## config.mk

```make
export PLATFORM = sky130hd
export DESIGN_NAME = warp_fetch
export DESIGN_NICKNAME = d
export VERILOG_FILES = /design/src/logic/simt_pkg.sv /design/src/logic/warp_fetch.sv
export SDC_FILE = /design/constraint.sdc
export NUM_CORES = 1
export LEC_CHECK = 0
export BUFFER_PORTS_ARGS = -buffer_cell sky130_fd_sc_hd__clkbuf_2
export CORE_MARGIN = 1
export CORE_UTILIZATION = 50
export CTS_CLUSTER_SIZE = 25
export DETAILED_ROUTE_END_ITERATION = 8
export GPL_TIMING_DRIVEN = 0
export PLACE_DENSITY_LB_ADDON = 0.3
export SLEW_MARGIN = 25
export SYNTH_ARGS = -nofsm -noshare
export SYNTH_HDL_FRONTEND = slang
export SYNTH_SLANG_ARGS = --single-unit
```

## constraint.sdc

```tcl
create_clock -name clk -period 4.28 [get_ports clk]
set_input_delay 0.214 -clock clk [delete_from_list [all_inputs] [get_ports clk]]
set_output_delay 0.214 -clock clk [all_outputs]
set_load 0.05 [all_outputs]
```

## src/logic/simt_pkg.sv

```systemverilog
package simt_pkg;

    // Core sizes
    localparam int num_warps_max    = 4;
    localparam int threads_per_warp = 4;
    localparam int num_regs         = 16;

    typedef logic [31:0] word_t;
    typedef logic [15:0] pc_t;
    typedef logic [1:0]  warp_idx_t;
    // Valid launch sizes are 1 to 4
    typedef logic [2:0]  warp_count_t;
    typedef logic [3:0]  reg_idx_t;
    typedef logic [15:0] block_id_t;
    typedef logic [31:0] instr_t;

    // Unlisted encodings decode as halt
    typedef enum logic [3:0] {
        op_add  = 4'h0,
        op_sub  = 4'h1,
        op_and  = 4'h2,
        op_or   = 4'h3,
        op_xor  = 4'h4,
        op_addi = 4'h5,
        op_li   = 4'h6,
        op_tid  = 4'h7,
        op_halt = 4'hf
    } opcode_t;

    // Instruction layout, opcode in the top nibble
    typedef struct packed {
        opcode_t     op;
        reg_idx_t    rd;
        reg_idx_t    rs1;
        reg_idx_t    rs2;
        logic [15:0] imm;
    } instr_fields_t;

    // One word per lane
    typedef word_t [threads_per_warp-1:0] lane_words_t;

    typedef struct packed {
        block_id_t   block_id;
        warp_count_t num_warps;
        pc_t         base_pc;
    } launch_t;

    typedef struct packed {
        warp_idx_t warp;
        pc_t       pc;
    } fetch_req_t;

    typedef struct packed {
        warp_idx_t warp;
        instr_t    instr;
    } fetch_rsp_t;

    typedef struct packed {
        opcode_t   op;
        reg_idx_t  rd;
        reg_idx_t  rs1;
        reg_idx_t  rs2;
        word_t     imm;
        warp_idx_t warp;
    } decoded_t;

    typedef struct packed {
        warp_idx_t   warp;
        reg_idx_t    rd;
        lane_words_t result;
    } writeback_t;

endpackage

```

## src/logic/warp_fetch.sv

```systemverilog
module warp_fetch (
    input  logic                                           clk,
    input  logic                                           reset,
    input  logic                                           fetch_go,
    input  simt_pkg::launch_t                              launch,
    input  logic                                           warp_advance,
    input  logic                                           warp_stop,
    input  simt_pkg::warp_idx_t                            step_warp,
    output logic                                           fetch_req_valid,
    output simt_pkg::fetch_req_t                           fetch_req,
    input  logic                                           fetch_rsp_valid,
    input  simt_pkg::fetch_rsp_t                           fetch_rsp,
    output logic [simt_pkg::num_warps_max-1:0]             warp_ready,
    output simt_pkg::instr_t [simt_pkg::num_warps_max-1:0] instr_buf
);
    import simt_pkg::*;

    typedef enum logic [1:0] {
        fetch_idle,
        fetch_need,
        fetch_wait,
        fetch_have
    } fetch_state_t;

    fetch_state_t state [num_warps_max];
    pc_t          pc [num_warps_max];
    warp_idx_t    fetch_ptr;
    logic [num_warps_max-1:0] req_open;

    always_comb begin
        for (int w = 0; w < num_warps_max; w++) begin
            warp_ready[w] = (state[w] == fetch_have);
        end
    end

    // Round-robin pick among warps waiting to send a request
    always_comb begin
        warp_idx_t cand;
        fetch_req_valid = 1'b0;
        fetch_req = '0;
        for (int i = 0; i < num_warps_max; i++) begin
            cand = fetch_ptr + warp_idx_t'(i);
            if (!fetch_req_valid && state[cand] == fetch_need) begin
                fetch_req_valid = 1'b1;
                fetch_req.warp = cand;
                fetch_req.pc = pc[cand];
            end
        end
    end

    always_ff @(posedge clk) begin
        if (reset) begin
            for (int w = 0; w < num_warps_max; w++) begin
                state[w] <= fetch_idle;
            end
            fetch_ptr <= '0;
        end else if (fetch_go) begin
            for (int w = 0; w < num_warps_max; w++) begin
                state[w] <= (w < int'(launch.num_warps)) ? fetch_need : fetch_idle;
            end
            fetch_ptr <= '0;
        end else begin
            // Each event targets a warp in a different state
            if (fetch_req_valid) begin
                state[fetch_req.warp] <= fetch_wait;
                fetch_ptr <= fetch_req.warp + 1'b1;
            end
            if (fetch_rsp_valid) begin
                state[fetch_rsp.warp] <= fetch_have;
            end
            if (warp_advance) begin
                state[step_warp] <= fetch_need;
            end
            if (warp_stop) begin
                state[step_warp] <= fetch_idle;
            end
        end
    end

    always_ff @(posedge clk) begin
        if (fetch_go) begin
            for (int w = 0; w < num_warps_max; w++) begin
                pc[w] <= launch.base_pc;
            end
        end else if (warp_advance) begin
            pc[step_warp] <= pc[step_warp] + 1'b1;
        end
        if (fetch_rsp_valid) begin
            instr_buf[fetch_rsp.warp] <= fetch_rsp.instr;
        end
    end

    // Requests sent but not yet answered
    always_ff @(posedge clk) begin
        if (reset) begin
            req_open <= '0;
        end else begin
            for (int w = 0; w < num_warps_max; w++) begin
                if (fetch_req_valid && fetch_req.warp == warp_idx_t'(w)) begin
                    req_open[w] <= 1'b1;
                end else if (fetch_rsp_valid && fetch_rsp.warp == warp_idx_t'(w)) begin
                    req_open[w] <= 1'b0;
                end
            end
        end
    end

    a_rsp_expected: assert property (@(posedge clk) disable iff (reset)
        fetch_rsp_valid |-> state[fetch_rsp.warp] == fetch_wait);

    a_one_outstanding: assert property (@(posedge clk) disable iff (reset)
        fetch_req_valid |-> !req_open[fetch_req.warp]);

endmodule

```

==> parameters.txt <==
Parameter                              Value

Timing
  Hold_ws ... 0.0683 ns
  Maximum clock skew at final layout ... 0.0108 ns
  Transition time of the tightest slew-check pin ... 0.883 ns
  Setup Viol. Count Final ... 0
  Final worst path period need ... 3.30 ns
  Share of the clock period used by the worst path after layout ... 77.0%
  Worst slew margin relative to its limit ... 41.1%
  Maximum frequency from static timing analysis ... 0.303 GHz
  Setup repair after global routing missed its margin ... no
  Number of hold violations in the final report ... 0
  Post-Route Setup TNS ... 0 ns
  Number of slew-limit violations in the final report ... 0

Routing
  Routed length per instance ... 22.3 um
  Average vias per placed instance ... 6.00
  Number of antenna-violating nets in the routed design ... 0
  Number of vias after detailed routing ... 7618
  Total wire length ... 28400 um
  Initial DRC count ... 503
  First drt pass iteration count ... 5
  Drt drc ... 0

Power and ir drop
  Max IR drop VDD ... 0.000435 V
  Power density normalized to cell area ... 509 nW/um^2
  Sum of internal, switching and leakage power ... 6.46 mW
  Static leakage power ... 4.65 nW

Clock tree
  Number of buffers added by the clock tree synthesis step ... 20
  Number of sinks driven by the clock tree ... 204
  Insertion delay to the later sink of the worst-skew pair ... 0.49 ns
  CTS H-tree lvls ... 1
  Clock transition time at the flip-flop clock pins of the worst setup and hold paths ... 0.06 ns
  Clock tree from TritonCTS ... yes
  Clock tree root buffer cell ... sky130_fd_sc_hd__clkbuf_16
  Maximum clock path buffer count ... 3
  Post-CTS Setup Bufs ... 0

Logic synthesis
  Proportion of register bits with asynchronous set or reset after synthesis ... 0%
  Synthesized netlist net count ... 800
  Ys flop type ... sky130_fd_sc_hd__edfxtp_1
  Number of flops mapped to enable cells by yosys ... 196
  Fraction of the yosys area taken by sequential cells ... 59.3%
  Synth cell types ... 64
  Total of warnings raised by yosys ... 0
  Cell count after synthesis ... 722
  Syn Area/Cell ... 14.1 sq um
  Mapped Area ... 10200 sq um
  Number of flip-flops and latches in the synthesized netlist ... 204

Finish
  Fraction of layout instances using a drive strength above 1 ... 35.7%
  Count of filler cells inserted in the layout ... 1475
  Final Cell Area ... 12700 sq um
  Area overhead of the layout relative to synthesis ... 24.4%
  Core Util, Final ... 64.3%
  Final net count ... 1070

Hold path
  Worst hold start ... launch[9]
  WHS Path Cells ... 3
  Hold-critical path endpoint ... pc[3][9]
  Hold crit path type ... in -> reg

Setup path
  Cell depth of the worst flop-to-flop path ... 8
  Critical path peak fanout ... 10
  R2r setup slk ... 1.81 ns
  CP Data Required Time ... 4.07 ns
  Reg-to-reg critical path endpoint ... state[0][0]
  Critical Path Sink Type ... output port
  Setup CP Type ... reg -> out
  Arrival time reported for the critical path endpoint ... 3.08 ns
  Critical path launch point type ... flop
  Reg-to-reg startpoint ... fetch_ptr[0]

Die
  Std-Cell Rows ... 51
  Full die area ... 21000 sq um
  I/O pin cnt ... 228
  Core area ... 19700 sq um
  Vert. Die Dim ... 145 um
  Die boundary width ... 145 um
  Initial core utilization ... 51.7%

GRT
  Overall fraction of global-route tracks in use ... 27.4%
  Initial antenna violation count ... 0
  Overflow after GRT ... 0
  Wire length of the first global-routing pass ... 42400 um
  Via count of the first global-routing pass ... 7675
  Pin count of the biggest net entering global routing ... 20

Flow run
  # Max-Cap Violations ... 0

Placement
  Count of buffers inserted at the top-level ports ... 209
  RD Place Congestion ... 0.901
  Cell area after placement ... 11700 sq um
  Detail Placement HPWL ... 19800 um

Run status
  Status ... finished, final reports clean
## where the power goes
part	total [mW]	internal [mW]	switching, mW
clock	1.74	1.03	0.717
combinational	2.27	0.758	1.51
sequential	2.44	2.34	0.0988
## per-layer routing
metal	part of all wire, %	track usage, %	vias up
met5	0	0	-
met4	3.3	11.0	0
met3	11	5.99	60
met2	49	45.5	490
met1	36	35.1	3694
li1	-	-	3374
## cell usage in the layout (no fill, tap or decap), drive strengths merged, types with 17 or more instances in the layout
| cell | Yosys | layout |
|---|---|---|
| a21oi | 56 | 56 |
| buf | 27 | 34 |
| clkbuf | 24 | 261 |
| dlygate4sd3 | 0 | 32 |
| edfxtp | 196 | 196 |
| inv | 19 | 19 |
| mux2i | 34 | 34 |
| mux4 | 66 | 66 |
| nand2 | 41 | 41 |
| nor2 | 59 | 59 |
| o21ai | 51 | 51 |
| or3 | 17 | 17 |
## per-stage QoR
stage / std cells / setup WS (ns)
global placement: 1196 / -0.995
detailed placement: 1203 / 1.46
global route: 1269 / 0.735
floorplan: 722 / 0.942
CTS: 1269 / 0.952
finish: 1270 / 0.985
## final cells by class
| class | instances | area [sq um] | area share (%) |
|---|---|---|---|
| flip-flops and latches | 204 | 6050 | 47.7 |
| clock buffers | 28 | 593 | 4.68 |
| repair buffers | 248 | 1480 | 11.7 |
| inverters | 20 | 75.1 | 0.592 |
| well taps | 265 | 332 | 2.61 |
| diodes | 1 | 2.50 | 0.0197 |
| multi-input cells | 447 | 3830 | 30.2 |
| clock inverters | 6 | 60.1 | 0.474 |
| plain buffers | 51 | 255 | 2.01 |
## sequential cells by signal, indices dropped and copies added (netlist names), named ones only
| register | count |
|---|---|
| instr_buf | 128 |
| pc | 64 |
| state | 8 |
| fetch_ptr | 2 |
## worst max path at each step
stage                               to     startpoint  slack (ns)  depth (start not counted)
after floorplan            state[0][0]  fetch_rsp[32]        0.94                          4
after global placement     state[0][0]  fetch_rsp[32]        -1.0                          4
after detailed placement  fetch_req[7]    state[0][0]        1.46                          7
after CTS                 fetch_req[7]    state[0][0]        0.95                          7
after global routing      fetch_req[7]    state[2][0]        0.74                         10
final                     fetch_req[7]    state[0][0]        0.98                          7
## cell usage after synthesis, types with 3 or more instances
| cell | n | area share (%) |
|---|---|---|
| sky130_fd_sc_hd__a21oi_1 | 56 | 2.7 |
| sky130_fd_sc_hd__a31oi_1 | 10 | 0.61 |
| sky130_fd_sc_hd__and2_1 | 6 | 0.37 |
| sky130_fd_sc_hd__and3_1 | 4 | 0.25 |
| sky130_fd_sc_hd__buf_1 | 4 | 0.15 |
| sky130_fd_sc_hd__buf_2 | 17 | 0.83 |
| sky130_fd_sc_hd__buf_6 | 5 | 0.55 |
| sky130_fd_sc_hd__clkbuf_1 | 23 | 0.85 |
| sky130_fd_sc_hd__dfxtp_1 | 8 | 1.6 |
| sky130_fd_sc_hd__edfxtp_1 | 196 | 58 |
| sky130_fd_sc_hd__inv_1 | 18 | 0.66 |
| sky130_fd_sc_hd__mux2_2 | 4 | 0.44 |
| sky130_fd_sc_hd__mux2i_1 | 34 | 3.3 |
| sky130_fd_sc_hd__mux4_2 | 66 | 15 |
| sky130_fd_sc_hd__nand2_1 | 41 | 1.5 |
| sky130_fd_sc_hd__nand2b_1 | 9 | 0.55 |
| sky130_fd_sc_hd__nand3_1 | 7 | 0.34 |
| sky130_fd_sc_hd__nand4_1 | 4 | 0.25 |
| sky130_fd_sc_hd__nor2_1 | 59 | 2.2 |
| sky130_fd_sc_hd__nor2b_1 | 6 | 0.37 |
| sky130_fd_sc_hd__nor3_1 | 3 | 0.15 |
| sky130_fd_sc_hd__nor3b_1 | 3 | 0.22 |
| sky130_fd_sc_hd__o2111ai_1 | 15 | 1.3 |
| sky130_fd_sc_hd__o21ai_0 | 9 | 0.44 |
| sky130_fd_sc_hd__o21ai_1 | 41 | 2.0 |
| sky130_fd_sc_hd__or2_2 | 4 | 0.25 |
| sky130_fd_sc_hd__or3_1 | 16 | 0.98 |
| sky130_fd_sc_hd__xnor2_1 | 3 | 0.26 |
| sky130_fd_sc_hd__xor2_1 | 8 | 0.69 |
| sky130_fd_sc_hd__xor2_2 | 3 | 0.48 |
## kinds of logic after synthesis
group	share of synthesized area [%]
AND/OR/NAND/NOR	8.64
buffers and inverters	3.24
AO/OA/AOI/OAI	8.76
XOR/XNOR	1.58
multiplexers	18.4
adder cells (fa/ha/maj)	0.123
flip-flops	59.3
## what timing repair did
action	4_1_cts	5_1_grt
hold buffers	32	0
endpoints found under the hold margin	128	0
resized for setup	0	0
## worst max-delay path, stage by stage (launching register included)
cell,delay (ns)
sky130_fd_sc_hd__edfxtp_1,0.42
sky130_fd_sc_hd__nor2b_1,0.20
sky130_fd_sc_hd__a31oi_1,0.57
sky130_fd_sc_hd__nand3b_1,0.18
sky130_fd_sc_hd__nand2b_1,0.32
sky130_fd_sc_hd__clkbuf_1,0.33
sky130_fd_sc_hd__o21ai_1,0.26
sky130_fd_sc_hd__clkbuf_2,0.31
No activity file was read; power rests on OpenSTA's default activity.
