===== config.mk =====
export PLATFORM = sky130hd
export DESIGN_NAME = simd_alu
export DESIGN_NICKNAME = d
export VERILOG_FILES = /design/src/logic/simt_pkg.sv /design/src/logic/simd_alu.sv
export SDC_FILE = /design/constraint.sdc
export NUM_CORES = 1
export LEC_CHECK = 0
export BUFFER_PORTS_ARGS = -buffer_cell sky130_fd_sc_hd__buf_2
export CELL_PAD_IN_SITES_DETAIL_PLACEMENT = 1
export CELL_PAD_IN_SITES_GLOBAL_PLACEMENT = 2
export CORE_MARGIN = 4
export CORE_UTILIZATION = 35
export DETAILED_ROUTE_END_ITERATION = 10
export PLACE_DENSITY = 0.95
export SYNTH_ARGS = -nofsm -noshare
export SYNTH_HDL_FRONTEND = slang
export SYNTH_SLANG_ARGS = --single-unit

===== constraint.sdc =====
create_clock -name clk -period 9.4 [get_ports clk]
set_clock_uncertainty 0.15 [all_clocks]
set_input_delay 0.94 -clock clk [delete_from_list [all_inputs] [get_ports clk]]
set_output_delay 0.94 -clock clk [all_outputs]
set_load 0.05 [all_outputs]

===== src/logic/simt_pkg.sv =====
package simt_pkg;

    // Core sizes
    localparam int num_warps_max    = 4;
    localparam int threads_per_warp = 4;
    localparam int num_regs         = 16;

    typedef logic [31:0] word_t;
    typedef logic [15:0] pc_t;
    typedef logic [1:0]  warp_idx_t;
    // Valid launch sizes are 1 to 4
    typedef logic [2:0]  warp_count_t;
    typedef logic [3:0]  reg_idx_t;
    typedef logic [15:0] block_id_t;
    typedef logic [31:0] instr_t;

    // Unlisted encodings decode as halt
    typedef enum logic [3:0] {
        op_add  = 4'h0,
        op_sub  = 4'h1,
        op_and  = 4'h2,
        op_or   = 4'h3,
        op_xor  = 4'h4,
        op_addi = 4'h5,
        op_li   = 4'h6,
        op_tid  = 4'h7,
        op_halt = 4'hf
    } opcode_t;

    // Instruction layout, opcode in the top nibble
    typedef struct packed {
        opcode_t     op;
        reg_idx_t    rd;
        reg_idx_t    rs1;
        reg_idx_t    rs2;
        logic [15:0] imm;
    } instr_fields_t;

    // One word per lane
    typedef word_t [threads_per_warp-1:0] lane_words_t;

    typedef struct packed {
        block_id_t   block_id;
        warp_count_t num_warps;
        pc_t         base_pc;
    } launch_t;

    typedef struct packed {
        warp_idx_t warp;
        pc_t       pc;
    } fetch_req_t;

    typedef struct packed {
        warp_idx_t warp;
        instr_t    instr;
    } fetch_rsp_t;

    typedef struct packed {
        opcode_t   op;
        reg_idx_t  rd;
        reg_idx_t  rs1;
        reg_idx_t  rs2;
        word_t     imm;
        warp_idx_t warp;
    } decoded_t;

    typedef struct packed {
        warp_idx_t   warp;
        reg_idx_t    rd;
        lane_words_t result;
    } writeback_t;

endpackage


===== src/logic/simd_alu.sv =====
module simd_alu (
    input  logic                  clk,
    input  logic                  reset,
    input  logic                  issue_valid,
    input  simt_pkg::decoded_t    issue,
    input  simt_pkg::lane_words_t rs1_data,
    input  simt_pkg::lane_words_t rs2_data,
    input  simt_pkg::block_id_t   block_id,
    output logic                  wb_valid,
    output simt_pkg::writeback_t  wb
);
    import simt_pkg::*;

    lane_words_t result;

    always_comb begin
        for (int l = 0; l < threads_per_warp; l++) begin
            case (issue.op)
                op_add:  result[l] = rs1_data[l] + rs2_data[l];
                op_sub:  result[l] = rs1_data[l] - rs2_data[l];
                op_and:  result[l] = rs1_data[l] & rs2_data[l];
                op_or:   result[l] = rs1_data[l] | rs2_data[l];
                op_xor:  result[l] = rs1_data[l] ^ rs2_data[l];
                op_addi: result[l] = rs1_data[l] + issue.imm;
                op_li:   result[l] = issue.imm;
                // Global thread index, 16 threads per block
                op_tid: begin
                    result[l] = word_t'(block_id) * 16
                              + word_t'(issue.warp) * word_t'(threads_per_warp)
                              + word_t'(l);
                end
                default: result[l] = '0;
            endcase
        end
    end

    // Result stage
    always_ff @(posedge clk) begin
        if (reset) begin
            wb_valid <= 1'b0;
        end else begin
            wb_valid <= issue_valid && issue.op != op_halt;
        end
    end

    always_ff @(posedge clk) begin
        if (issue_valid) begin
            wb.warp <= issue.warp;
            wb.rd <= issue.rd;
            wb.result <= result;
        end
    end

endmodule


==> summary.txt, run 1 <==
Outcome
  • Outcome: completed

Setup path
  • Worst Path Required: between 9 and 10 ns
  • Highest fanout seen on the critical path: 5
  • CP Launch Type: primary input
  • CP top delay family: compound AO/OA/AOI/OAI gates
  • Max incr delay on CP: between 0.6 and 0.7 ns
  • Crit end category: flop
  • Critical path arrival: 6.52 ns
  • Most frequent CP cell: o21ai_0
  • Critical path buffers and inverters: 1
  • Stages on worst setup path: 20
  • Worst path cell trace: buf_2, or4_1, nor4_2, nand3_1, nor2_1, nand2_1, o21ai_0, nand2_1, o21ai_0, ha_1, a21o_1, a21o_1, a2111oi_0, a211oi_1, o21a_1, o21ai_0, o21ai_1, a21oi_1, xor2_1, o21ai_1
  • Slowest library cell on the worst path: a2111oi_0
  • WS Path Type: primary input to flop

Synth
  • Post-synthesis register bit count: around 140
  • Cell count after synthesis: 2799
  • Post-Syn Area: about 22000 um2
  • Main synth FF type: edfxtp_1
  • Register area share after synthesis: around 18%
  • Syn_area_per_cell: around 7.8 um2
  • Post-synth EDFFs: 134
  • Ys Warns: 0
  • Synth unique cells: slightly above 80
  • Fraction of registers with async set/reset: 0%
  • Synthesized Nets: ~3500

Timing
  • Hold Slack: approximately 0.45 ns
  • Slew @ Worst Pin: ~1.3 ns
  • Tcrit/Tclk final: between 60% and 70%
  • FMAX: 155 MHz
  • Max Slew Vio Count: 0
  • Final Hold Fails: 0
  • Setup Total Neg Slack: 0 ns
  • Slew Limit Headroom: roughly 15%
  • Final setup margin: 2.96 ns
  • Final setup vio count: 0
  • Fin crit period: 6.44 ns
  • RSZ-0062 raised after global routing: no

Clocking
  • CTS Buf Count: 17
  • Post-CTS Setup Repair Bufs: 0
  • H-tree depth reported by CTS: 4
  • CTS root buffer: clkbuf_16
  • Worst-path clk slew: ~0.070 ns
  • Cts repair resizes: 0
  • CTS Hold Buffers Added: 0
  • Clk sink count: 135
  • Clock buffer depth: 2
  • CTS tree: done

Finish
  • Most common cell after layout, fill and taps aside: buf_2
  • Area growth, synth to finish: 17.3%
  • Commonest cells after routing, fill and taps aside: buf_2 (449), ha_1 (408), inv_1 (293)
  • Layout cells sized above 1: 17.6%
  • Finished Layout Cells: 4042
  • Nets: 3907
  • Final Cell Area: 25800 um2
  • # fillers: 7834
  • Final core utilization: 41.6%

Global route
  • Congestion Overflow GR: 0
  • Total GRT Usage: a little under a third
  • Vias in the first global route: between 20000 and 25000
  • First-pass GRT wire length: around 160000 um
  • Largest net degree at the start of global routing: just over 90
  • Antenna violations before repair: 30

Run
  • Max-cap viol count: 0

Floorplan
  • Die area: roughly 67000 um2
  • IO Count: 460
  • Die width: between 200 and 300 um
  • Row Count: 91
  • DIE HEIGHT: 259 um
  • Initial Utilization: between 30% and 40%
  • Core ar.: between 60000 and 70000 um2

Min path
  • Hold Path Class: primary input to flop
  • WHS Path Cells: 1

Placed design
  • GPL Wtd Cong: about 0.95
  • Setup WS pre-CTS: 2.69 ns
  • Cells after DPL: around 4000
  • I/O Buffers: 451
  • Placed Area: roughly 25000 um2
  • Dpl hpwl: between 80000 and 90000 um

Drt
  • Vias: between 20000 and 25000
  • Detailed Route WL: ~110000 um
  • Initial drt markers: 2199
  • Post-route DRC: 0
  • Detail Route Antenna Nets: 0
  • Routed vias/inst: roughly 6.1
  • Pre-Repair DR Iteration Count: 5
  • Wirelength per Cell: between 20 and 30 um

Pwr
  • P_leak: around 12 nW
  • Overall Power: ~3 mW
  • Pwr dens: 116 nW/um2
  • Worst IR Drop VDD: about 0.16 mV
[registers in the layout, summed over array words and instances, names as in the netlist]
register  count
wb_valid      1
wb          134
[logic make-up after synthesis]
group	Yosys count	synth area share, %
adder cells (fa/ha/maj)	412	23.6
AO/OA/AOI/OAI	974	29.5
AND/OR/NAND/NOR	718	15.7
XOR/XNOR	103	4.14
flip-flops	135	18.4
multiplexers	28	1.29
buffers and inverters	429	7.33
[power by group]
group / switching (mW) / total [mW] / internal (mW)
Sequential: 0.0274 / 0.779 / 0.752
Combinational: 0.997 / 1.47 / 0.472
Clock: 0.339 / 0.752 / 0.413
Total: 1.36 / 3.00 / 1.64
[cells in the mapped netlist, drive strengths merged (20+ instances only)]
cell	n	area [um2]
ha	408	5100
inv	295	1110
a21oi	235	1180
nor2	229	862
nand2	187	704
o21ai	162	811
edfxtp	134	4020
clkbuf	121	454
o211ai	96	721
a221oi	80	701
nor3	75	385
nand3	67	335
o22ai	64	400
a22oi	62	465
a21o	56	420
xor2	54	473
xnor2	49	437
o2111ai	34	298
mux2i	25	250
o31ai	24	180
a211oi	22	165
nand4	22	156
nor4	22	201
a31oi	21	131
and3	20	125
[final cells by class]
type / count / area [um2] / share of cell area (%)
multi-input cells: 2235 / 16400 / 63.6
flip-flops and latches: 135 / 4040 / 15.7
repair buffers: 486 / 2540 / 9.86
inverters: 295 / 1110 / 4.30
well taps: 837 / 1050 / 4.06
clock buffers: 18 / 429 / 1.66
clock inverters: 14 / 159 / 0.616
diodes: 22 / 55.1 / 0.214
[routing by layer]
| metal | vias to the layer above | track usage, % | part of all wire (%) |
|---|---|---|---|
| met5 | - | 0 | 0.11 |
| met4 | 18 | 15.7 | 5.4 |
| met3 | 239 | 6.96 | 8.1 |
| met2 | 1003 | 48.7 | 44 |
| met1 | 12091 | 39.8 | 42 |
| li1 | 11213 | - | - |
[worst paths after layout]
kind	end	start	slack, ns
max	wb[92]	rs2_data[66]	2.96
min	wb[130]	issue[44]	0.45
Note: power is estimated with default switching activity, not from simulation.
==> inputs of run 2 (changes only) <==
--- a/config.mk
+++ b/config.mk
@@ -9,9 +9,9 @@
 export CELL_PAD_IN_SITES_DETAIL_PLACEMENT = 1
 export CELL_PAD_IN_SITES_GLOBAL_PLACEMENT = 2
 export CORE_MARGIN = 4
-export CORE_UTILIZATION = 35
+export CORE_UTILIZATION = 30
 export DETAILED_ROUTE_END_ITERATION = 10
-export PLACE_DENSITY = 0.95
+export PLACE_DENSITY = 0.9
 export SYNTH_ARGS = -nofsm -noshare
 export SYNTH_HDL_FRONTEND = slang
 export SYNTH_SLANG_ARGS = --single-unit
==> constraint.sdc (replaced) <==
create_clock -name clk -period 5.2 [get_ports clk]
set_clock_uncertainty 0.15 [all_clocks]
set_input_delay 0.52 -clock clk [delete_from_list [all_inputs] [get_ports clk]]
set_output_delay 0.52 -clock clk [all_outputs]
set_load 0.05 [all_outputs]
==> run 2 against run 1 <==
Net effect:
- flip-flop and latch count stayed put
- core utilization decreased by 3.1 points
- critical path depth grew 6
- critical path type unchanged
- critical endpoint is now wb[31]
- largest cell class unchanged
- highest routed layer unchanged
==> summary.txt, run 2 (synthesis results as in run 1) <==
Finish
  • Final Cell Area: 27700 um2 (was 25800 um2)
  • Commonest cells after routing, fill and taps aside: buf_2 (449), ha_1 (408), inv_1 (293) (unchanged)
  • Final core utilization: 38.5% (was 41.6%)
  • Top reg by flops: wb (unchanged)
  • Area growth, synth to finish: 26.2% (was 17.3%)
  • Max FFs per register: 134 (unchanged)
  • Largest regs: wb: 134 flops, wb_valid: 1 flops (unchanged)
  • Layout cells sized above 1: 22.7% (was 17.6%)
  • Most common cell after layout, fill and taps aside: buf_2 (unchanged)
  • Nets: 4126 (was 3907)
  • Finished Layout Cells: 4377 (was 4042)
  • # fillers: 8889 (was 7834)

Global route
  • Total GRT Usage: 28.5% (was 30.9%)
  • First-pass GRT wire length: 167000 um (was 157000 um)
  • Largest net degree at the start of global routing: 76 (was 93)
  • Antenna violations before repair: 35 (was 30)
  • Vias in the first global route: 25518 (was 24337)
  • Congestion Overflow GR: 0 (unchanged)

Floorplan
  • Die area: 77600 um2 (was 66800 um2)
  • Initial Utilization: 30.5% (was 35.5%)
  • DIE HEIGHT: 279 um (was 259 um)
  • IO Count: 460 (unchanged)
  • Row Count: 98 (was 91)
  • Die width: 279 um (was 259 um)
  • Core ar.: 72000 um2 (was 61900 um2)

Timing
  • FMAX: ~200 MHz
  • Slew @ Worst Pin: 1.17 ns (was 1.26 ns)
  • Slew Limit Headroom: 21.8% (was 15.2%)
  • Tcrit/Tclk final: 95.0%
  • Max Slew Vio Count: 0 (unchanged)
  • Setup Total Neg Slack: 0 ns (unchanged)
  • RSZ-0062 raised after global routing: no (unchanged)
  • Final setup vio count: 0 (unchanged)
  • Final Hold Fails: 0 (unchanged)
  • Fin crit period: approximately 4.9 ns

Setup path
  • Critical path buffers and inverters: 5 (was 1)
  • Slowest library cell on the worst path: a2111oi_0 (unchanged)
  • Crit end category: flop (unchanged)
  • Critical path arrival: 5.04 ns (was 6.52 ns)
  • Highest fanout seen on the critical path: 4 (was 5)
  • CP Launch Type: primary input (unchanged)
  • WS Path Type: primary input to flop (unchanged)
  • CP top delay family: simple AND/OR/NAND/NOR gates (was compound AO/OA/AOI/OAI gates)
  • Max incr delay on CP: 0.51 ns (was 0.65 ns)
  • Worst Path Required: 5.30 ns (was 9.49 ns)

Clocking
  • Clock buffer depth: 2 (unchanged)
  • H-tree depth reported by CTS: 4 (unchanged)
  • Post-CTS Setup Repair Bufs: 0 (unchanged)
  • CTS Hold Buffers Added: 0 (unchanged)
  • CTS root buffer: clkbuf_16 (unchanged)
  • CTS Buf Count: 17 (unchanged)
  • CTS tree: done (unchanged)
  • Cts repair resizes: 0 (unchanged)
  • Clk sink count: 135 (unchanged)
  • Worst-path clk slew: 0.07 ns (about the same)

Pwr
  • Worst IR Drop VDD: 0.145 mV (was 0.158 mV)
  • Pwr dens: 205 nW/um2 (was 116 nW/um2)
  • Overall Power: 5.69 mW (was 3.00 mW)
  • P_leak: 13.1 nW (was 12.0 nW)

Drt
  • Wirelength per Cell: 26.3 um (was 26.6 um)
  • Pre-Repair DR Iteration Count: 6 (was 5)
  • Detailed Route WL: 115000 um (was 107000 um)
  • Routed vias/inst: 5.78 (was 6.08)
  • Vias: 25319 (was 24564)
  • Post-route DRC: 0 (unchanged)
  • Initial drt markers: 1913 (was 2199)
  • Detail Route Antenna Nets: 0 (unchanged)

Run
  • Max-cap viol count: 0 (unchanged)

Placed design
  • Cells after DPL: 4320 (was 3988)
  • GPL Wtd Cong: 0.945 (about the same)
  • Placed Area: 27100 um2 (was 25100 um2)
  • Dpl hpwl: 90200 um (was 82400 um)
  • I/O Buffers: 451 (unchanged)

Min path
  • Hold Path Class: primary input to flop (unchanged)

Outcome
  • Outcome: completed (unchanged)
-- run 2: through the flow --
step                hold slack, ns  setup slack [ns]
global route                0.0341            0.0171
CTS                         0.0116             0.349
finish                      0.0490             0.259
detailed placement           0.552            -0.171
global placement             0.546            -0.103
floorplan                    0.469             0.325
-- run 2: area by class of cell --
| type | count | area (um2) | share of cell area, % |
|---|---|---|---|
| timing repair buffer | 705 | 4340 | 15.6 |
| antenna | 26 | 65.1 | 0.235 |
| clock inverter | 12 | 159 | 0.573 |
| tap | 950 | 1190 | 4.29 |
| inverter | 295 | 1110 | 3.99 |
| sequential | 135 | 4040 | 14.6 |
| clock buffer | 19 | 433 | 1.56 |
| multi-input combinational | 2235 | 16400 | 59.1 |
-- run 2: path summary, 6_finish.rpt --
| kind | start | endpoint | depth (start not counted) |
|---|---|---|---|
| setup / recovery | rs2_data[0] | wb[31] | 26 |
| hold / removal | issue[45] | wb[131] | 1 |
-- run 2: per-layer routing --
layer | part of all wire (%) | global-route usage, % | vias to the layer above | routed length [um]
li1 | - | - | 11658 | -
met1 | 42 | 36.6 | 12461 | 48800
met2 | 44 | 45.3 | 943 | 51100
met3 | 8.0 | 6.56 | 231 | 9190
met4 | 4.9 | 13.9 | 26 | 5620
met5 | 0.14 | 0 | - | 157
-- run 2: power by group --
group	leakage, nW	total, mW	switching [mW]	internal (mW)
combinational	11.5	2.89	1.88	1.02
clock	0.281	1.39	0.602	0.789
sequential	1.30	1.41	0.0480	1.36
total	13.1	5.69	2.53	3.16
==> inputs of run 3 (changes only) <==
--- a/config.mk
+++ b/config.mk
@@ -5,10 +5,10 @@
 export SDC_FILE = /design/constraint.sdc
 export NUM_CORES = 1
 export LEC_CHECK = 0
+export ABC_AREA = 0
 export BUFFER_PORTS_ARGS = -buffer_cell sky130_fd_sc_hd__buf_2
 export CELL_PAD_IN_SITES_DETAIL_PLACEMENT = 1
 export CELL_PAD_IN_SITES_GLOBAL_PLACEMENT = 2
-export CORE_MARGIN = 4
 export CORE_UTILIZATION = 30
 export DETAILED_ROUTE_END_ITERATION = 10
 export PLACE_DENSITY = 0.9
==> run 3 against run 2 <==
Net effect:
- wire length shrank 1.9%
- non-clock buffer count shrank 27
- global-route usage grew 1.2 points
- cell area shrank 0.53%
- worst setup slack gained 0.042 ns
- largest power group unchanged
- sequential power is essentially flat
==> summary.txt, run 3 (synthesis results as in run 1) <==
Setup path
  • Worst Path Required: 5.32 ns (was 5.30 ns)
  • Crit end category: flop (unchanged)
  • Highest fanout seen on the critical path: 5 (was 4)
  • Worst path cell trace: buf_2, nor2_1, nand2_4, nor2_2, nand2_1, o21ai_0, ha_1, inv_1, fa_1, nor2b_1, o21ai_0, buf_4, nand4b_1, nand3_1, a21oi_1, o2111ai_1, nand3_1, a221oi_1, xnor2_1, a211o_1
  • WS Path Type: primary input to flop (unchanged)
  • Max incr delay on CP: 0.59 ns (was 0.51 ns)
  • Critical path arrival: 5.02 ns (was 5.04 ns)
  • CP Launch Type: primary input (unchanged)
  • Slowest library cell on the worst path: a21oi_1 (was a2111oi_0)

Floorplan
  • Core ar.: 72000 um2 (unchanged)
  • IO Count: 460 (unchanged)
  • Row Count: 98 (unchanged)
  • Die width: 273 um (was 279 um)
  • Die area: 74300 um2 (was 77600 um2)
  • DIE HEIGHT: 273 um (was 279 um)
  • Initial Utilization: 30.5% (unchanged)

Pwr
  • Switch share: 44.2% (was 44.4%)
  • Internal power: 3.20 mW (was 3.16 mW)
  • Overall Power: 5.73 mW (was 5.69 mW)
  • Clock power frac: 25.6% (was 24.4%)
  • Logic pwr share: 49.9% (was 50.8%)
  • Worst IR Drop VDD: 0.204 mV (was 0.145 mV)
  • P_leak: 13.0 nW (was 13.1 nW)
  • Switching Power: 2.54 mW (was 2.53 mW)
  • Sequential power share: 24.5% (was 24.7%)
  • Pwr dens: 208 nW/um2 (was 205 nW/um2)

Drt
  • Wirelength per Cell: 25.9 um (was 26.3 um)
  • Post-route DRC: 0 (unchanged)
  • Pre-Repair DR Iteration Count: 6 (unchanged)
  • Detail Route Antenna Nets: 0 (unchanged)
  • Routed vias/inst: 5.80 (was 5.78)
  • Detailed Route WL: 113000 um (was 115000 um)
  • Vias: 25220 (was 25319)
  • Initial drt markers: 2102 (was 1913)

Placed design
  • Dpl hpwl: 88000 um (was 90200 um)
  • I/O Buffers: 451 (unchanged)
  • GPL Wtd Cong: 0.953 (was 0.945)
  • Cells after DPL: 4292 (was 4320)
  • Placed Area: 26900 um2 (was 27100 um2)

Finish
  • Finished Layout Cells: 4351 (was 4377)
  • Max FFs per register: 134 (unchanged)
  • Most common cell after layout, fill and taps aside: buf_2 (unchanged)
  • Top reg by flops: wb (unchanged)
  • Nets: 4099 (was 4126)
  • Area growth, synth to finish: 25.5% (was 26.2%)
  • Layout cells sized above 1: 22.3% (was 22.7%)
  • Commonest cells after routing, fill and taps aside: buf_2 (449), ha_1 (408), inv_1 (293) (unchanged)
  • # fillers: 8873 (was 8889)
  • Final Cell Area: 27600 um2 (was 27700 um2)
  • Largest regs: wb: 134 flops, wb_valid: 1 flops (unchanged)

Global route
  • Congestion Overflow GR: 0 (unchanged)
  • First-pass GRT wire length: 164000 um (was 167000 um)
  • Antenna violations before repair: 35 (unchanged)
  • Vias in the first global route: 24814 (was 25518)
  • Largest net degree at the start of global routing: 88 (was 76)
  • Total GRT Usage: 29.7% (was 28.5%)

Clocking
  • CTS tree: done (unchanged)
  • H-tree depth reported by CTS: 4 (unchanged)
  • Clock buffer depth: 2 (unchanged)
  • CTS root buffer: clkbuf_16 (unchanged)
  • Worst-path clk slew: 0.08 ns (was 0.07 ns)
  • CTS Buf Count: 17 (unchanged)
  • Clk sink count: 135 (unchanged)

Min path
  • WHS Path Cells: 1 (unchanged)
  • Hold Path Class: primary input to flop (unchanged)

Timing
  • Final Hold Fails: 0 (unchanged)
  • Final setup vio count: 0 (unchanged)
  • RSZ-0062 raised after global routing: no (unchanged)
  • FMAX: 204 MHz (was 202 MHz)
  • Slew @ Worst Pin: 1.17 ns (about the same)
  • Tcrit/Tclk final: 94.2% (was 95.0%)
  • Fin crit period: 4.90 ns (was 4.94 ns)
  • Slew Limit Headroom: 22.0% (was 21.8%)
  • Max Slew Vio Count: 0 (unchanged)
  • Hold Slack: 0.0386 ns (was 0.0490 ns)

Outcome
  • Outcome: completed (unchanged)

Run
  • Max-cap viol count: 0 (unchanged)
run 3: cell count changes in the layout (fill, tap and decap cells not counted), sizes merged:
| cell | previous run | this run |
|---|---|---|
| buf | 705 | 677 |
| bufinv | 4 | 5 |
| clkbuf | 19 | 18 |
| clkinvlp | 2 | 3 |
| dlygate4sd3 | 0 | 1 |
run 3: area by class of cell:
type	count	area, um2	share of cell area (%)
Multi-Input combinational cell	2235	16400	59.5
Timing Repair Buffer	678	4140	15.0
Sequential cell	135	4040	14.7
Tap cell	950	1190	4.31
Inverter	295	1110	4.02
Clock buffer	18	429	1.56
Clock inverter	14	206	0.749
Antenna cell	26	65.1	0.236
run 3: path summary, 6_finish.rpt:
kind,start,to,slack (ns)
max,issue[47],wb[126],0.30
min,issue[45],wb[131],0.04
run 3: layer usage:
metal  wire length [um]  part of all wire, %  vias up  global-route usage (%)
met1              49400                   44    12406                    39.2
met5                126                 0.11        -                       0
met3               8430                  7.5      176                    5.53
met2              50600                   45     1021                    47.6
li1                   -                    -    11597                       -
met4               4210                  3.7       20                    12.0
run 3: metrics by stage:
step | util, % | setup slack [ns] | setup TNS (ns)
floorplan | - | 0.325 | 0
global placement | 37.3 | -0.118 | -0.691
detailed placement | 37.3 | -0.179 | -1.23
CTS | 38.2 | 0.354 | 0
global route | 38.3 | 0.0366 | 0
finish | 38.3 | 0.301 | 0
run 3: power by group through the flow:
stage               combinational (mW)  sequential, mW  clock, mW
floorplan                         1.27            1.86          0
global placement                  2.76            1.43          0
detailed placement                2.81            1.43          0
CTS                               2.83            1.41       1.50
global route                      3.08            1.42       1.52
finish                            2.86            1.41       1.47
run 3: repair_timing:
item                       4_1_cts  5_1_grt
hold buffers                     1        0
setup endpoints to repair        0        3
resized for setup                0        3
buffers inserted                 0        0
hold endpoints to repair         1        0
run 3: worst max-delay path: cells and delay by family:
family / cells / cell delay, ns
and+or+nand+nor: 8 / 1.86
AOI/OAI and AO/OA: 6 / 1.50
adders and majority gates: 2 / 0.63
buffers and inverters: 3 / 0.32
xor gates and xnor gates: 1 / 0.16
