File: config.mk
export PLATFORM = sky130hd
export DESIGN_NAME = warp_scheduler
export DESIGN_NICKNAME = d
export VERILOG_FILES = /design/src/logic/simt_pkg.sv /design/src/logic/warp_scheduler.sv
export SDC_FILE = /design/constraint.sdc
export NUM_CORES = 1
export LEC_CHECK = 0
export ABC_AREA = 1
export BUFFER_PORTS_ARGS = -buffer_cell sky130_fd_sc_hd__buf_2
export CAP_MARGIN = 30
export CORE_MARGIN = 3
export CORE_UTILIZATION = 25
export DETAILED_ROUTE_END_ITERATION = 10
export PLACE_DENSITY_LB_ADDON = 0.08
export SETUP_SLACK_MARGIN = 0.02
export SLEW_MARGIN = 5
export SYNTH_ARGS = -nofsm -noshare
export SYNTH_HDL_FRONTEND = slang
export SYNTH_SLANG_ARGS = --single-unit
export TNS_END_PERCENT = 30
File: constraint.sdc
create_clock -name clk -period 7.42 [get_ports clk]
set_clock_uncertainty 0.05 [all_clocks]
set_input_delay 0.371 -clock clk [delete_from_list [all_inputs] [get_ports clk]]
set_output_delay 0.371 -clock clk [all_outputs]
set_load 0.02 [all_outputs]
File: src/logic/simt_pkg.sv
package simt_pkg;

    // Core sizes
    localparam int num_warps_max    = 4;
    localparam int threads_per_warp = 4;
    localparam int num_regs         = 16;

    typedef logic [31:0] word_t;
    typedef logic [15:0] pc_t;
    typedef logic [1:0]  warp_idx_t;
    // Valid launch sizes are 1 to 4
    typedef logic [2:0]  warp_count_t;
    typedef logic [3:0]  reg_idx_t;
    typedef logic [15:0] block_id_t;
    typedef logic [31:0] instr_t;

    // Unlisted encodings decode as halt
    typedef enum logic [3:0] {
        op_add  = 4'h0,
        op_sub  = 4'h1,
        op_and  = 4'h2,
        op_or   = 4'h3,
        op_xor  = 4'h4,
        op_addi = 4'h5,
        op_li   = 4'h6,
        op_tid  = 4'h7,
        op_halt = 4'hf
    } opcode_t;

    // Instruction layout, opcode in the top nibble
    typedef struct packed {
        opcode_t     op;
        reg_idx_t    rd;
        reg_idx_t    rs1;
        reg_idx_t    rs2;
        logic [15:0] imm;
    } instr_fields_t;

    // One word per lane
    typedef word_t [threads_per_warp-1:0] lane_words_t;

    typedef struct packed {
        block_id_t   block_id;
        warp_count_t num_warps;
        pc_t         base_pc;
    } launch_t;

    typedef struct packed {
        warp_idx_t warp;
        pc_t       pc;
    } fetch_req_t;

    typedef struct packed {
        warp_idx_t warp;
        instr_t    instr;
    } fetch_rsp_t;

    typedef struct packed {
        opcode_t   op;
        reg_idx_t  rd;
        reg_idx_t  rs1;
        reg_idx_t  rs2;
        word_t     imm;
        warp_idx_t warp;
    } decoded_t;

    typedef struct packed {
        warp_idx_t   warp;
        reg_idx_t    rd;
        lane_words_t result;
    } writeback_t;

endpackage

File: src/logic/warp_scheduler.sv
module warp_scheduler (
    input  logic                                           clk,
    input  logic                                           reset,
    input  logic                                           launch_valid,
    input  simt_pkg::launch_t                              launch,
    input  logic [simt_pkg::num_warps_max-1:0]             warp_ready,
    input  simt_pkg::instr_t [simt_pkg::num_warps_max-1:0] instr_buf,
    output logic                                           fetch_go,
    output logic                                           warp_advance,
    output logic                                           warp_stop,
    output simt_pkg::warp_idx_t                            step_warp,
    output logic                                           issue_valid,
    output simt_pkg::decoded_t                             issue,
    output simt_pkg::block_id_t                            block_id,
    output logic                                           done
);
    import simt_pkg::*;

    typedef enum logic {
        run_idle,
        run_running
    } run_state_t;

    run_state_t    run_state;
    warp_count_t   num_warps;
    warp_idx_t     last_warp;
    warp_idx_t     sel;
    logic          found;
    logic          all_done;
    instr_fields_t fields;
    logic [num_warps_max-1:0] halted;
    logic [num_warps_max-1:0] halted_next;

    // Search starts one past the last issued warp
    always_comb begin
        warp_idx_t idx;
        found = 1'b0;
        sel = last_warp + 1'b1;
        for (int i = 0; i < num_warps_max; i++) begin
            idx = last_warp + warp_idx_t'(i + 1);
            if (!found && warp_ready[idx]) begin
                found = 1'b1;
                sel = idx;
            end
        end
    end

    // Decode
    always_comb begin
        fields = instr_fields_t'(instr_buf[sel]);
        issue.warp = sel;
        issue.rd = fields.rd;
        issue.rs1 = fields.rs1;
        issue.rs2 = fields.rs2;
        issue.imm = {{16{fields.imm[15]}}, fields.imm};
        case (fields.op)
            op_add, op_sub, op_and, op_or, op_xor, op_addi, op_li, op_tid: begin
                issue.op = fields.op;
            end
            default: issue.op = op_halt;
        endcase
    end

    assign fetch_go = launch_valid && run_state == run_idle;
    assign issue_valid = found && run_state == run_running;
    assign warp_advance = issue_valid && issue.op != op_halt;
    assign warp_stop = issue_valid && issue.op == op_halt;
    assign step_warp = sel;

    always_comb begin
        halted_next = halted;
        if (warp_stop) begin
            halted_next[sel] = 1'b1;
        end
        all_done = 1'b1;
        for (int i = 0; i < num_warps_max; i++) begin
            if (i < int'(num_warps) && !halted_next[i]) begin
                all_done = 1'b0;
            end
        end
    end

    always_ff @(posedge clk) begin
        if (reset) begin
            run_state <= run_idle;
            num_warps <= '0;
            halted <= '0;
            last_warp <= '1;
            done <= 1'b0;
        end else if (fetch_go) begin
            run_state <= run_running;
            num_warps <= launch.num_warps;
            halted <= '0;
            last_warp <= '1;
            done <= 1'b0;
        end else if (run_state == run_running) begin
            halted <= halted_next;
            if (issue_valid) begin
                last_warp <= sel;
            end
            if (all_done) begin
                run_state <= run_idle;
                done <= 1'b1;
            end
        end
    end

    always_ff @(posedge clk) begin
        if (fetch_go) begin
            block_id <= launch.block_id;
        end
    end

    a_issue_live: assert property (@(posedge clk) disable iff (reset)
        issue_valid |-> !halted[issue.warp]);

endmodule

==> reports/qor.csv, run 1 <==
metric,value,unit
setup violators final,0,
Slew HR,0.5930,
Synth top area share,0.2166,
Clock Sinks,27,
vias post-DR,2818,
Logic pwr share,0.729,
worst-margin pin slew,0.6098,ns
final wirelength,9.066,mm
"Max FO, Critical Path",21,
pin count of the biggest net entering global routing,31,
leakage,1.835,nW
total congestion overflow,0,
CTS Hold Bufs,0,
#FFs+latches synth,27,
1st-iter DRT viols,69,
fin crit share,0.5184,
"CTS clk-pin slew, worst paths",0.09,ns
dominant cell type by area after synthesis,edfxtp_1,
Initial Utilization,0.2634,
predominant post-synthesis flop cell,edfxtp_1,
Avg Synthesized Cell Area,7.020,um2
number of synthesized flops with an enable pin,16,
post-cts sizing count,0,
core area,0.008423,mm2
DP Wirelength,7.732,mm
Area contributors post-synth,"edfxtp_1, nand2_1, a22oi_1",
Routed Antenna Nets,0,
Sw Ratio,0.5446,
Sum Neg Setup Slack,0,ns
Top Ports,243,
Via density,4.516,
GRT Util Overall,0.1653,
Post-Syn Area,0.002218,mm2
Layout Nets,690,
Max IR drop VDD,0.0001001,V
P&R area growth vs syn,50.87,%
Async SR Flop Fraction,0,
Die X,100.2,um
worst setup margin,3.573,ns
top-count cell post-synth,nand2_1,
"Arr. time, crit path",3.43,ns
synth warn,0,
critical path data required time,7.00,ns
setup bufs post-CTS,0,
clock buffer depth,2,
worst skew pair latency,0.26,ns
syn nets,486,
CTS Buf Count,3,
gpl congestion,0.8316,
diode count,0,
Synth cell types,30,
layout cell share with drive strength beyond 1,0.5164,
max cap viols,0,
global-route wire length before repair,13.49,mm
pwr dens,283.3,mW/mm2
Rows,33,
pins over their slew limit,0,
router iterations before antenna repair,4,
dpl ws,3.842,ns
Gate Count Post-Synth,316,
critical path endpoint category,primary output,
startpoint types,register,
final hold vios,0,
CTS Root Cell,clkbuf_8,
RSZ-0062 raised after global routing,no,
status,finished clean,
CTS tree,built,
input/output buffers,226,
fmax,0.2600,GHz
top post-synthesis cells by count,"nand2_1, a22oi_1, nand3_1, buf_4, inv_1",
Final min period,3.847,ns
Reg power frac,0.185,
Clock power frac,0.085,
Switching Power,0.0005164,W
Chip Height,100.2,um
DRC Markers,0,
die area,0.01004,mm2
HP Class,primary input to register,
WS Path Type,register to primary output,
P_int,0.0004319,W
number of global-route vias before repair,2745,
Routed wire per std cell,14.53,um
CTS H-tree lvls,1,
fillers,963,
initial antenna violation count,0,
post-synthesis sequential area ratio,0.3158,
-- per-stage QoR --
step / cell area [um2] / power (W) / instances / hold slack [ns] / utilization
after floorplan: 2218 / 0.0007001 / 316 / 0.3798 / -
after global placement: 3302 / 0.0008821 / 620 / 0.3884 / 0.3920
after detailed placement: 3302 / 0.0008827 / 620 / 0.3927 / 0.3920
after CTS: 3347 / 0.0009650 / 624 / 0.2213 / 0.3974
after global routing: 3347 / 0.001021 / 624 / 0.2170 / 0.3974
final: 3347 / 0.0009483 / 624 / 0.2248 / 0.3974
-- cell type report --
cell class | count | area (um2) | area share
flip-flops and latches | 27 | 700.7 | 0.2093
multi-input cells | 231 | 1201 | 0.3589
clock buffers | 4 | 45.04 | 0.01346
well taps | 105 | 131.4 | 0.03925
repair buffers | 231 | 1169 | 0.3492
inverters | 26 | 100.1 | 0.02991
-- flip-flops by register name, summed over array words and instances, names as in the netlist --
register   count
run_state      1
done           1
num_warps      3
last_warp      2
halted         4
block_id      16
-- critical path, cell delays in order (launching register included) --
cell and delay [ns]:
dfxtp_1 0.58, inv_2 0.19, nand2_2 0.11, nand2_2 0.05, nand2_1 0.09, nand2_2 0.09, nor2_4 0.16, nand3_2 0.09
nand2_1 0.15, nand2_4 0.12, nor2_2 0.43, buf_4 0.36, a22oi_1 0.10, nand3_1 0.36, buf_2 0.25
-- layer usage --
layer	wire length [um]	global-route usage	up-vias
li1	-	-	1453
met1	3485	0.1933	1234
met2	4518	0.2961	123
met3	948	0.05559	8
met4	114	0.02798	0
met5	0	0	-
-- cells by family (layout without fill, tap and decap cells) --
group	count (synthesis)	in the layout	share of synthesized area
AND/OR/NAND/NOR	170	170	0.3508
flip-flops	27	27	0.3158
multiplexers	1	1	0.004512
buffers and inverters	58	261	0.1461
AO/OA/AOI/OAI	60	60	0.1827
-- final timing paths --
check / from / to / slack [ns] / depth (start not counted)
min reg2reg: halted[0]$_SDFFE_PP0P_ / halted[0]$_SDFFE_PP0P_ / 0.40 / 2
max reg2reg: last_warp[0]$_SDFFE_PP1P_ / done$_SDFFE_PP0P_ / 4.36 / 17
max: last_warp[0]$_SDFFE_PP1P_ / issue[17] / 3.57 / 14
min: launch[24] / block_id[5]$_DFFE_PP_ / 0.22 / 1
-- power groups by stage --
stage / combinational, W / sequential [W] / clock (W)
final: 0.000692 / 0.000176 / 0.0000809
after global routing: 0.000754 / 0.000177 / 0.0000891
after CTS: 0.000705 / 0.000176 / 0.0000840
after detailed placement: 0.000703 / 0.000179 / 0
after global placement: 0.000703 / 0.000179 / 0
after floorplan: 0.000516 / 0.000184 / 0
-- cell usage in the layout, fill, tap and decap left out, types with 2 or more instances in the layout --
cell type	count
nand3_2	2
nand2_1	98
clkbuf_8	3
nor2_4	3
inv_1	20
nand2_2	11
nand3_1	33
nor2_1	12
inv_2	5
dfxtp_1	11
o22ai_1	3
a22oi_1	34
a21oi_1	10
o21ai_1	2
buf_4	5
edfxtp_1	16
buf_2	226
nor2_2	7
o21ai_0	7
nand2_4	2
Power figures use the tool's default switching activity.
==> run 2: changes to the inputs <==
--- a/config.mk
+++ b/config.mk
@@ -5,7 +5,7 @@
 export SDC_FILE = /design/constraint.sdc
 export NUM_CORES = 1
 export LEC_CHECK = 0
-export ABC_AREA = 1
+export ABC_AREA = 0
 export BUFFER_PORTS_ARGS = -buffer_cell sky130_fd_sc_hd__buf_2
 export CAP_MARGIN = 30
 export CORE_MARGIN = 3
==> constraint.sdc (replaced) <==
create_clock -name clk -period 3.9 [get_ports clk]
set_clock_uncertainty 0.05 [all_clocks]
set_input_delay 0.195 -clock clk [delete_from_list [all_inputs] [get_ports clk]]
set_output_delay 0.195 -clock clk [all_outputs]
set_load 0.02 [all_outputs]
==> run 2 against run 1 <==
Effect of this change: critical path depth down 6; critical endpoint is now issue[33]; register-to-register slack lost 2.8 ns; routed wire length down 6.5%; global-route usage fell by 1.9 points; count of clock-buffer cells in the layout stayed put; clock power increased by 95%; final cell count down 1.1%.
==> reports/qor.csv, run 2 <==
metric,value,unit,change
status,finished clean,,
CTS Hold Bufs,0,,unchanged
number of synthesized flops with an enable pin,16,,unchanged
startpoint types,register,,
Routed wire per std cell,13.74,um,-5.4%
CTS tree,built,,
"commonest non-fill, non-tap cells in the layout","buf_2, nand2_1, a31oi_1, and3_1, edfxtp_1",,
Avg Synthesized Cell Area,6.972,um2,-0.69%
pwr dens,351.3,mW/mm2,+24%
initial antenna violation count,0,,unchanged
layout cell share with drive strength beyond 1,0.4746,,-0.04177
Routed Antenna Nets,0,,unchanged
total congestion overflow,0,,unchanged
syn nets,490,,+0.82%
critical path endpoint category,primary output,,
gpl congestion,0.8182,,-1.6%
met2 global-route usage,0.2691,,-0.02701
Area contributors post-synth,"edfxtp_1, nand2_1, dfxtp_1",,
Clock Sinks,27,,unchanged
hold path depth,1,,unchanged
CTS Buf Count,3,,unchanged
pins over their slew limit,0,,unchanged
Die X,100.5,um,+0.26%
pin count of the biggest net entering global routing,70,,+130%
largest incremental delay on the critical path,0.65,ns,+0.07 ns
fillers,898,,-6.7%
cells along the critical path,"nand2b_1, a21oi_1, a211oi_4, buf_4, nand2_1, and3_1, a31oi_1, buf_2",,
GRT Max-Usage Layer,met2,,
max reg flops,16,,unchanged
predominant post-synthesis flop cell,edfxtp_1,,
top post-synthesis cells by count,"nand2_1, a31oi_1, and3_1, buf_4, edfxtp_1",,
1st-iter DRT viols,85,,+23%
"Arr. time, crit path",3.05,ns,-0.38 ns
Final min period,3.293,ns,
HP Class,primary input to register,,
diode count,0,,unchanged
Chip Height,100.5,um,+0.26%
setup violators final,0,,unchanged
final wirelength,8.476,mm,-6.5%
synth warn,0,,unchanged
RSZ-0062 raised after global routing,no,,
"Max FO, Critical Path",69,,+230%
leakage,1.828,nW,-0.40%
setup bufs post-CTS,0,,unchanged
Rows,33,,unchanged
Initial Utilization,0.2649,,+0.001485
input/output buffers,226,,unchanged
die area,0.01009,mm2,+0.53%
Synth top area share,0.2154,,-0.001215
Top Ports,243,,unchanged
critical path depth,8,,-6
DP Wirelength,6.639,mm,-14%
Pwr Total,0.001174,W,+24%
post-synthesis sequential area ratio,0.3141,,-0.001771
DRC Markers,0,,unchanged
Post-Syn Area,0.002231,mm2,+0.56%
Layout Nets,683,,-1.0%
"CTS clk-pin slew, worst paths",0.09,ns,about the same
highest-delay cell along the critical path,a31oi_1,,
CP bufs+invs,2,,-1
fin crit share,0.8442,,
number of global-route vias before repair,2549,,-7.1%
worst skew pair latency,0.27,ns,about the same
P&R area growth vs syn,49.75,%,
largest registers,"block_id: 16 flops, halted: 4 flops, num_warps: 3 flops",,
GRT Util Overall,0.1464,,-0.01888
core area,0.008423,mm2,unchanged
R2R depth,7,,-10
critical path data required time,3.65,ns,-3.35 ns
"setup slack, reg-to-reg",1.57,ns,-2.79 ns
worst setup margin,0.6075,ns,-2.966 ns
Async SR Flop Fraction,0,,unchanged
global-route wire length before repair,12.10,mm,-10%
#FFs+latches synth,27,,unchanged
dominant cell type by area after synthesis,edfxtp_1,,
post-cts sizing count,0,,unchanged
Biggest register,block_id,,
Sum Neg Setup Slack,0,ns,unchanged
dpl ws,0.8705,ns,-2.971 ns
Gate Count Post-Synth,320,,+1.3%
"CP delay by family, top",compound AO/OA/AOI/OAI gates,,
final hold vios,0,,unchanged
WS Path Type,register to primary output,,
top-count cell post-synth,nand2_1,,
clock buffer depth,2,,unchanged
"commonest non-fill, non-tap cell in the layout",buf_2,,
GR Layer Usage met3,0.03322,,-0.02238
Synth cell types,36,,+20%
router iterations before antenna repair,4,,unchanged
max cap viols,0,,unchanged
vias post-DR,2851,,+1.2%
CTS Root Cell,clkbuf_8,,
met1 GRT Util,0.1743,,-0.01897
Slew HR,0.4094,,-0.1837
CTS H-tree lvls,1,,unchanged
worst-margin pin slew,0.8819,ns,+0.2720 ns
fmax,0.3037,GHz,
Max IR drop VDD,0.0002825,V,+180%
Via density,4.621,,+2.3%
-- run 2: cell count changes in the layout (fill, tap and decap cells not counted), sizes merged, moves of 8 or more --
cell and change:
nand2 +15, a31oi +31, and3 +29, o21ai -8, nor2 -11, nand3 -29, a22oi -33, inv -20
-- run 2: where the power goes --
group | internal, W | leakage, nW | total [W] | switching (W)
Sequential | 0.000322 | 0.243 | 0.000332 | 0.00000970
Combinational | 0.000250 | 1.56 | 0.000684 | 0.000434
Clock | 0.0000731 | 0.0228 | 0.000158 | 0.0000844
-- run 2: cells by family after synthesis --
logic type | count (synthesis) | share of synthesized area
compound gates | 54 | 0.1772
xor+xnor | 1 | 0.003927
buf+inv | 48 | 0.1223
flops | 27 | 0.3141
mux | 4 | 0.01795
simple gates | 186 | 0.3645
-- run 2: worst register-to-register path, cell delays in order, from the launching register on --
cell	delay (ns)
dfxtp_1	0.43
nand2b_1	0.14
a21oi_1	0.09
a211oi_4	0.25
buf_4	0.59
a41oi_1	0.22
nor4_2	0.36
nor3_1	0.09
-- run 2: cell type report --
cell class / count / area [um2] / share of cell area
Timing Repair Buffer: 230 / 1181 / 0.3536
Multi-Input combinational cell: 245 / 1260 / 0.3772
Inverter: 6 / 22.52 / 0.006742
Tap cell: 105 / 131.4 / 0.03933
Clock buffer: 4 / 45.04 / 0.01348
Sequential cell: 27 / 700.7 / 0.2097
-- run 2: routing by layer --
layer | wire length (um) | vias to the layer above
li1 | - | 1465
met1 | 3390 | 1247
met2 | 4251 | 131
met3 | 729 | 8
met4 | 105 | 0
met5 | 0 | -
-- run 2: path summary, 6_finish.rpt --
path                                   from                    end
setup / recovery  last_warp[0]$_SDFFE_PP1P_              issue[33]
hold / removal                   launch[28]  block_id[9]$_DFFE_PP_
setup reg to reg  last_warp[0]$_SDFFE_PP1P_   run_state$_SDFF_PP0_
hold reg to reg           done$_SDFFE_PP0P_      done$_SDFFE_PP0P_
-- run 2: metrics by stage --
| stage | util | hold WS, ns | instance area [um2] | std cells |
|---|---|---|---|---|
| after floorplan | - | 0.2439 | 2231 | 320 |
| after global placement | 0.3895 | 0.3215 | 3281 | 612 |
| final | 0.3966 | 0.04369 | 3341 | 617 |
| after global routing | 0.3966 | 0.02780 | 3341 | 617 |
| after CTS | 0.3966 | 0.03871 | 3341 | 617 |
| after detailed placement | 0.3913 | 0.3233 | 3296 | 613 |
==> run 3: changes to the inputs <==
==> constraint.sdc (replaced) <==
create_clock -name clk -period 3.1 [get_ports clk]
set_clock_uncertainty 0.05 [all_clocks]
set_input_delay 0.155 -clock clk [delete_from_list [all_inputs] [get_ports clk]]
set_output_delay 0.155 -clock clk [all_outputs]
set_load 0.02 [all_outputs]
==> run 3 against run 2 <==
Effect of this change: via count rose by 4.3%; combinational power rose by 31%; die area did not move; first-iteration DRC count fell by 9.4%; clock power rose by 24%; worst hold slack improved by 0.020 ns; final cell count rose by 3.4%; utilization rose by 2.3 points; worst setup slack got worse by 0.23 ns; sequential power rose by 26%; critical path type unchanged; critical endpoint is now issue[2]; largest cell class is now buffers.
==> reports/qor.csv, run 3 (synthesis results as in run 2) <==
metric,value,unit,change
Sum Neg Setup Slack,0,ns,unchanged
final wirelength,8.810,mm,+3.9%
clock buffer depth,2,,unchanged
startpoint types,register,,
"commonest non-fill, non-tap cells in the layout","buf_2, nand2_1, a31oi_1, and3_1",,
CTS H-tree lvls,1,,unchanged
max cap viols,0,,unchanged
fmax,0.3680,GHz,
"CTS clk-pin slew, worst paths",0.09,ns,about the same
gpl congestion,0.8566,,+4.7%
Switching Power,0.0006732,W,+27%
setup violators final,0,,unchanged
"commonest non-fill, non-tap cell in the layout",buf_2,,
max reg flops,16,,unchanged
status,finished clean,,
worst skew pair latency,0.27,ns,about the same
pwr dens,426.3,mW/mm2,+21%
setup bufs post-CTS,0,,unchanged
Rows,33,,unchanged
HP Class,primary input to register,,
number of global-route vias before repair,2684,,+5.3%
vias post-DR,2975,,+4.3%
Final min period,2.718,ns,
router iterations before antenna repair,4,,unchanged
fillers,926,,+3.1%
WS Path Type,register to primary output,,
worst-margin pin slew,0.5374,ns,-0.3444 ns
pin count of the biggest net entering global routing,49,,-30%
fin crit share,0.8766,,
CTS Root Cell,clkbuf_8,,
core area,0.008423,mm2,unchanged
Routed wire per std cell,13.81,um,+0.52%
global-route wire length before repair,12.90,mm,+6.6%
Die X,100.5,um,unchanged
Slew HR,0.6412,,+0.2318
leakage,1.920,nW,+5.1%
CTS Buf Count,3,,unchanged
Biggest register,block_id,,
final hold vios,0,,unchanged
RSZ-0062 raised after global routing,no,,
P&R area growth vs syn,58.50,%,
die area,0.01009,mm2,unchanged
Layout Nets,704,,+3.1%
Max IR drop VDD,0.0002736,V,-3.1%
Logic pwr share,0.593,,+0.010
Clock power frac,0.130,,-0.004
GRT Util Overall,0.1560,,+0.009616
"Arr. time, crit path",2.51,ns,-0.54 ns
DP Area,0.003326,mm2,+0.91%
Routed Antenna Nets,0,,unchanged
Final Core Density,0.4198,,+0.02317
Top Ports,243,,unchanged
critical path endpoint category,primary output,,
diode count,0,,unchanged
Initial Utilization,0.2649,,unchanged
input/output buffers,226,,unchanged
critical path data required time,2.89,ns,-0.76 ns
Chip Height,100.5,um,unchanged
1st-iter DRT viols,77,,-9.4%
Via density,4.663,,+0.91%
"Max FO, Critical Path",48,,-30%
initial antenna violation count,0,,unchanged
DP Wirelength,6.976,mm,+5.1%
CTS tree,built,,
P_int,0.0008343,W,+29%
Reg power frac,0.277,,-0.006
Sw Ratio,0.4465,,-0.003334
layout cell share with drive strength beyond 1,0.4672,,-0.007442
total congestion overflow,0,,unchanged
largest registers,"block_id: 16 flops, halted: 4 flops, num_warps: 3 flops",,
pins over their slew limit,0,,unchanged
DRC Markers,0,,unchanged
final instance area,0.003536,mm2,+5.8%
Clock Sinks,27,,unchanged
run 3: changes by cell type in the layout (fill, tap and decap cells not counted), sizes merged:
cell         previous run  this run
dlygate4sd3             0        16
buf                   230       235
clkbuf                  4         3
clkinv                  0         1
run 3: what timing repair did:
| item | in CTS | in global routing |
|---|---|---|
| hold endpoints to repair | 13 | 3 |
| hold buffers | 13 | 3 |
| endpoints found under the setup margin | 0 | 2 |
| resized for setup | 0 | 1 |
run 3: final cells by class:
| class | count | area [um2] | share of cell area |
|---|---|---|---|
| timing repair buffer | 251 | 1375 | 0.3889 |
| clock inverter | 1 | 5.005 | 0.001415 |
| clock buffer | 3 | 41.29 | 0.01168 |
| sequential | 27 | 700.7 | 0.1982 |
| tap | 105 | 131.4 | 0.03716 |
| inverter | 6 | 22.52 | 0.006369 |
| multi-input combinational | 245 | 1260 | 0.3563 |
run 3: metrics by stage:
step | power (W) | cells | setup slack (ns) | hold slack (ns)
2_1_floorplan | 0.001048 | 320 | 0.1394 | 0.2039
3_3_place_gp | 0.001308 | 618 | 0.6020 | 0.2813
3_5_place_dp | 0.001313 | 618 | 0.5438 | 0.2831
4_1_cts | 0.001526 | 635 | 0.2285 | 0.0009152
5_1_grt | 0.001620 | 638 | 0.1492 | 0.04964
6_report | 0.001508 | 638 | 0.3824 | 0.06353
run 3: worst paths after layout:
kind                                  start                         to  slack [ns]  depth (start not counted)
setup reg to reg  last_warp[0]$_SDFFE_PP1P_       run_state$_SDFF_PP0_        0.87                          8
setup / recovery  last_warp[0]$_SDFFE_PP1P_                   issue[2]        0.38                          9
hold / removal                   launch[17]  num_warps[1]$_SDFFE_PP0P_        0.06                          3
hold reg to reg      halted[3]$_SDFFE_PP0P_     halted[3]$_SDFFE_PP0P_        0.42                          1
run 3: per-layer routing:
layer  vias to the layer above  GRT usage  share of wire
met5                         -          0              0
met4                         0    0.04145          0.020
met3                        12    0.03668          0.091
met2                       139     0.2824           0.50
met1                      1318     0.1839           0.39
li1                       1506          -              -
run 3: critical path, cell delays in order (launching register included):
cell and delay, ns:
dfxtp_1 0.44, nand2b_1 0.14, a21oi_1 0.10, a211oi_4 0.26, buf_6 0.37, buf_4 0.32, nand2_1 0.07, and3_1 0.19
a31oi_1 0.14, buf_2 0.19
run 3: power groups by stage:
stage          sequential [W]  clock (W)  combinational, W
3_3_place_gp         0.000425          0          0.000883
4_1_cts              0.000418   0.000207          0.000901
2_1_floorplan        0.000443          0          0.000605
5_1_grt              0.000420   0.000224          0.000976
6_report             0.000417   0.000196          0.000894
3_5_place_dp         0.000426          0          0.000887
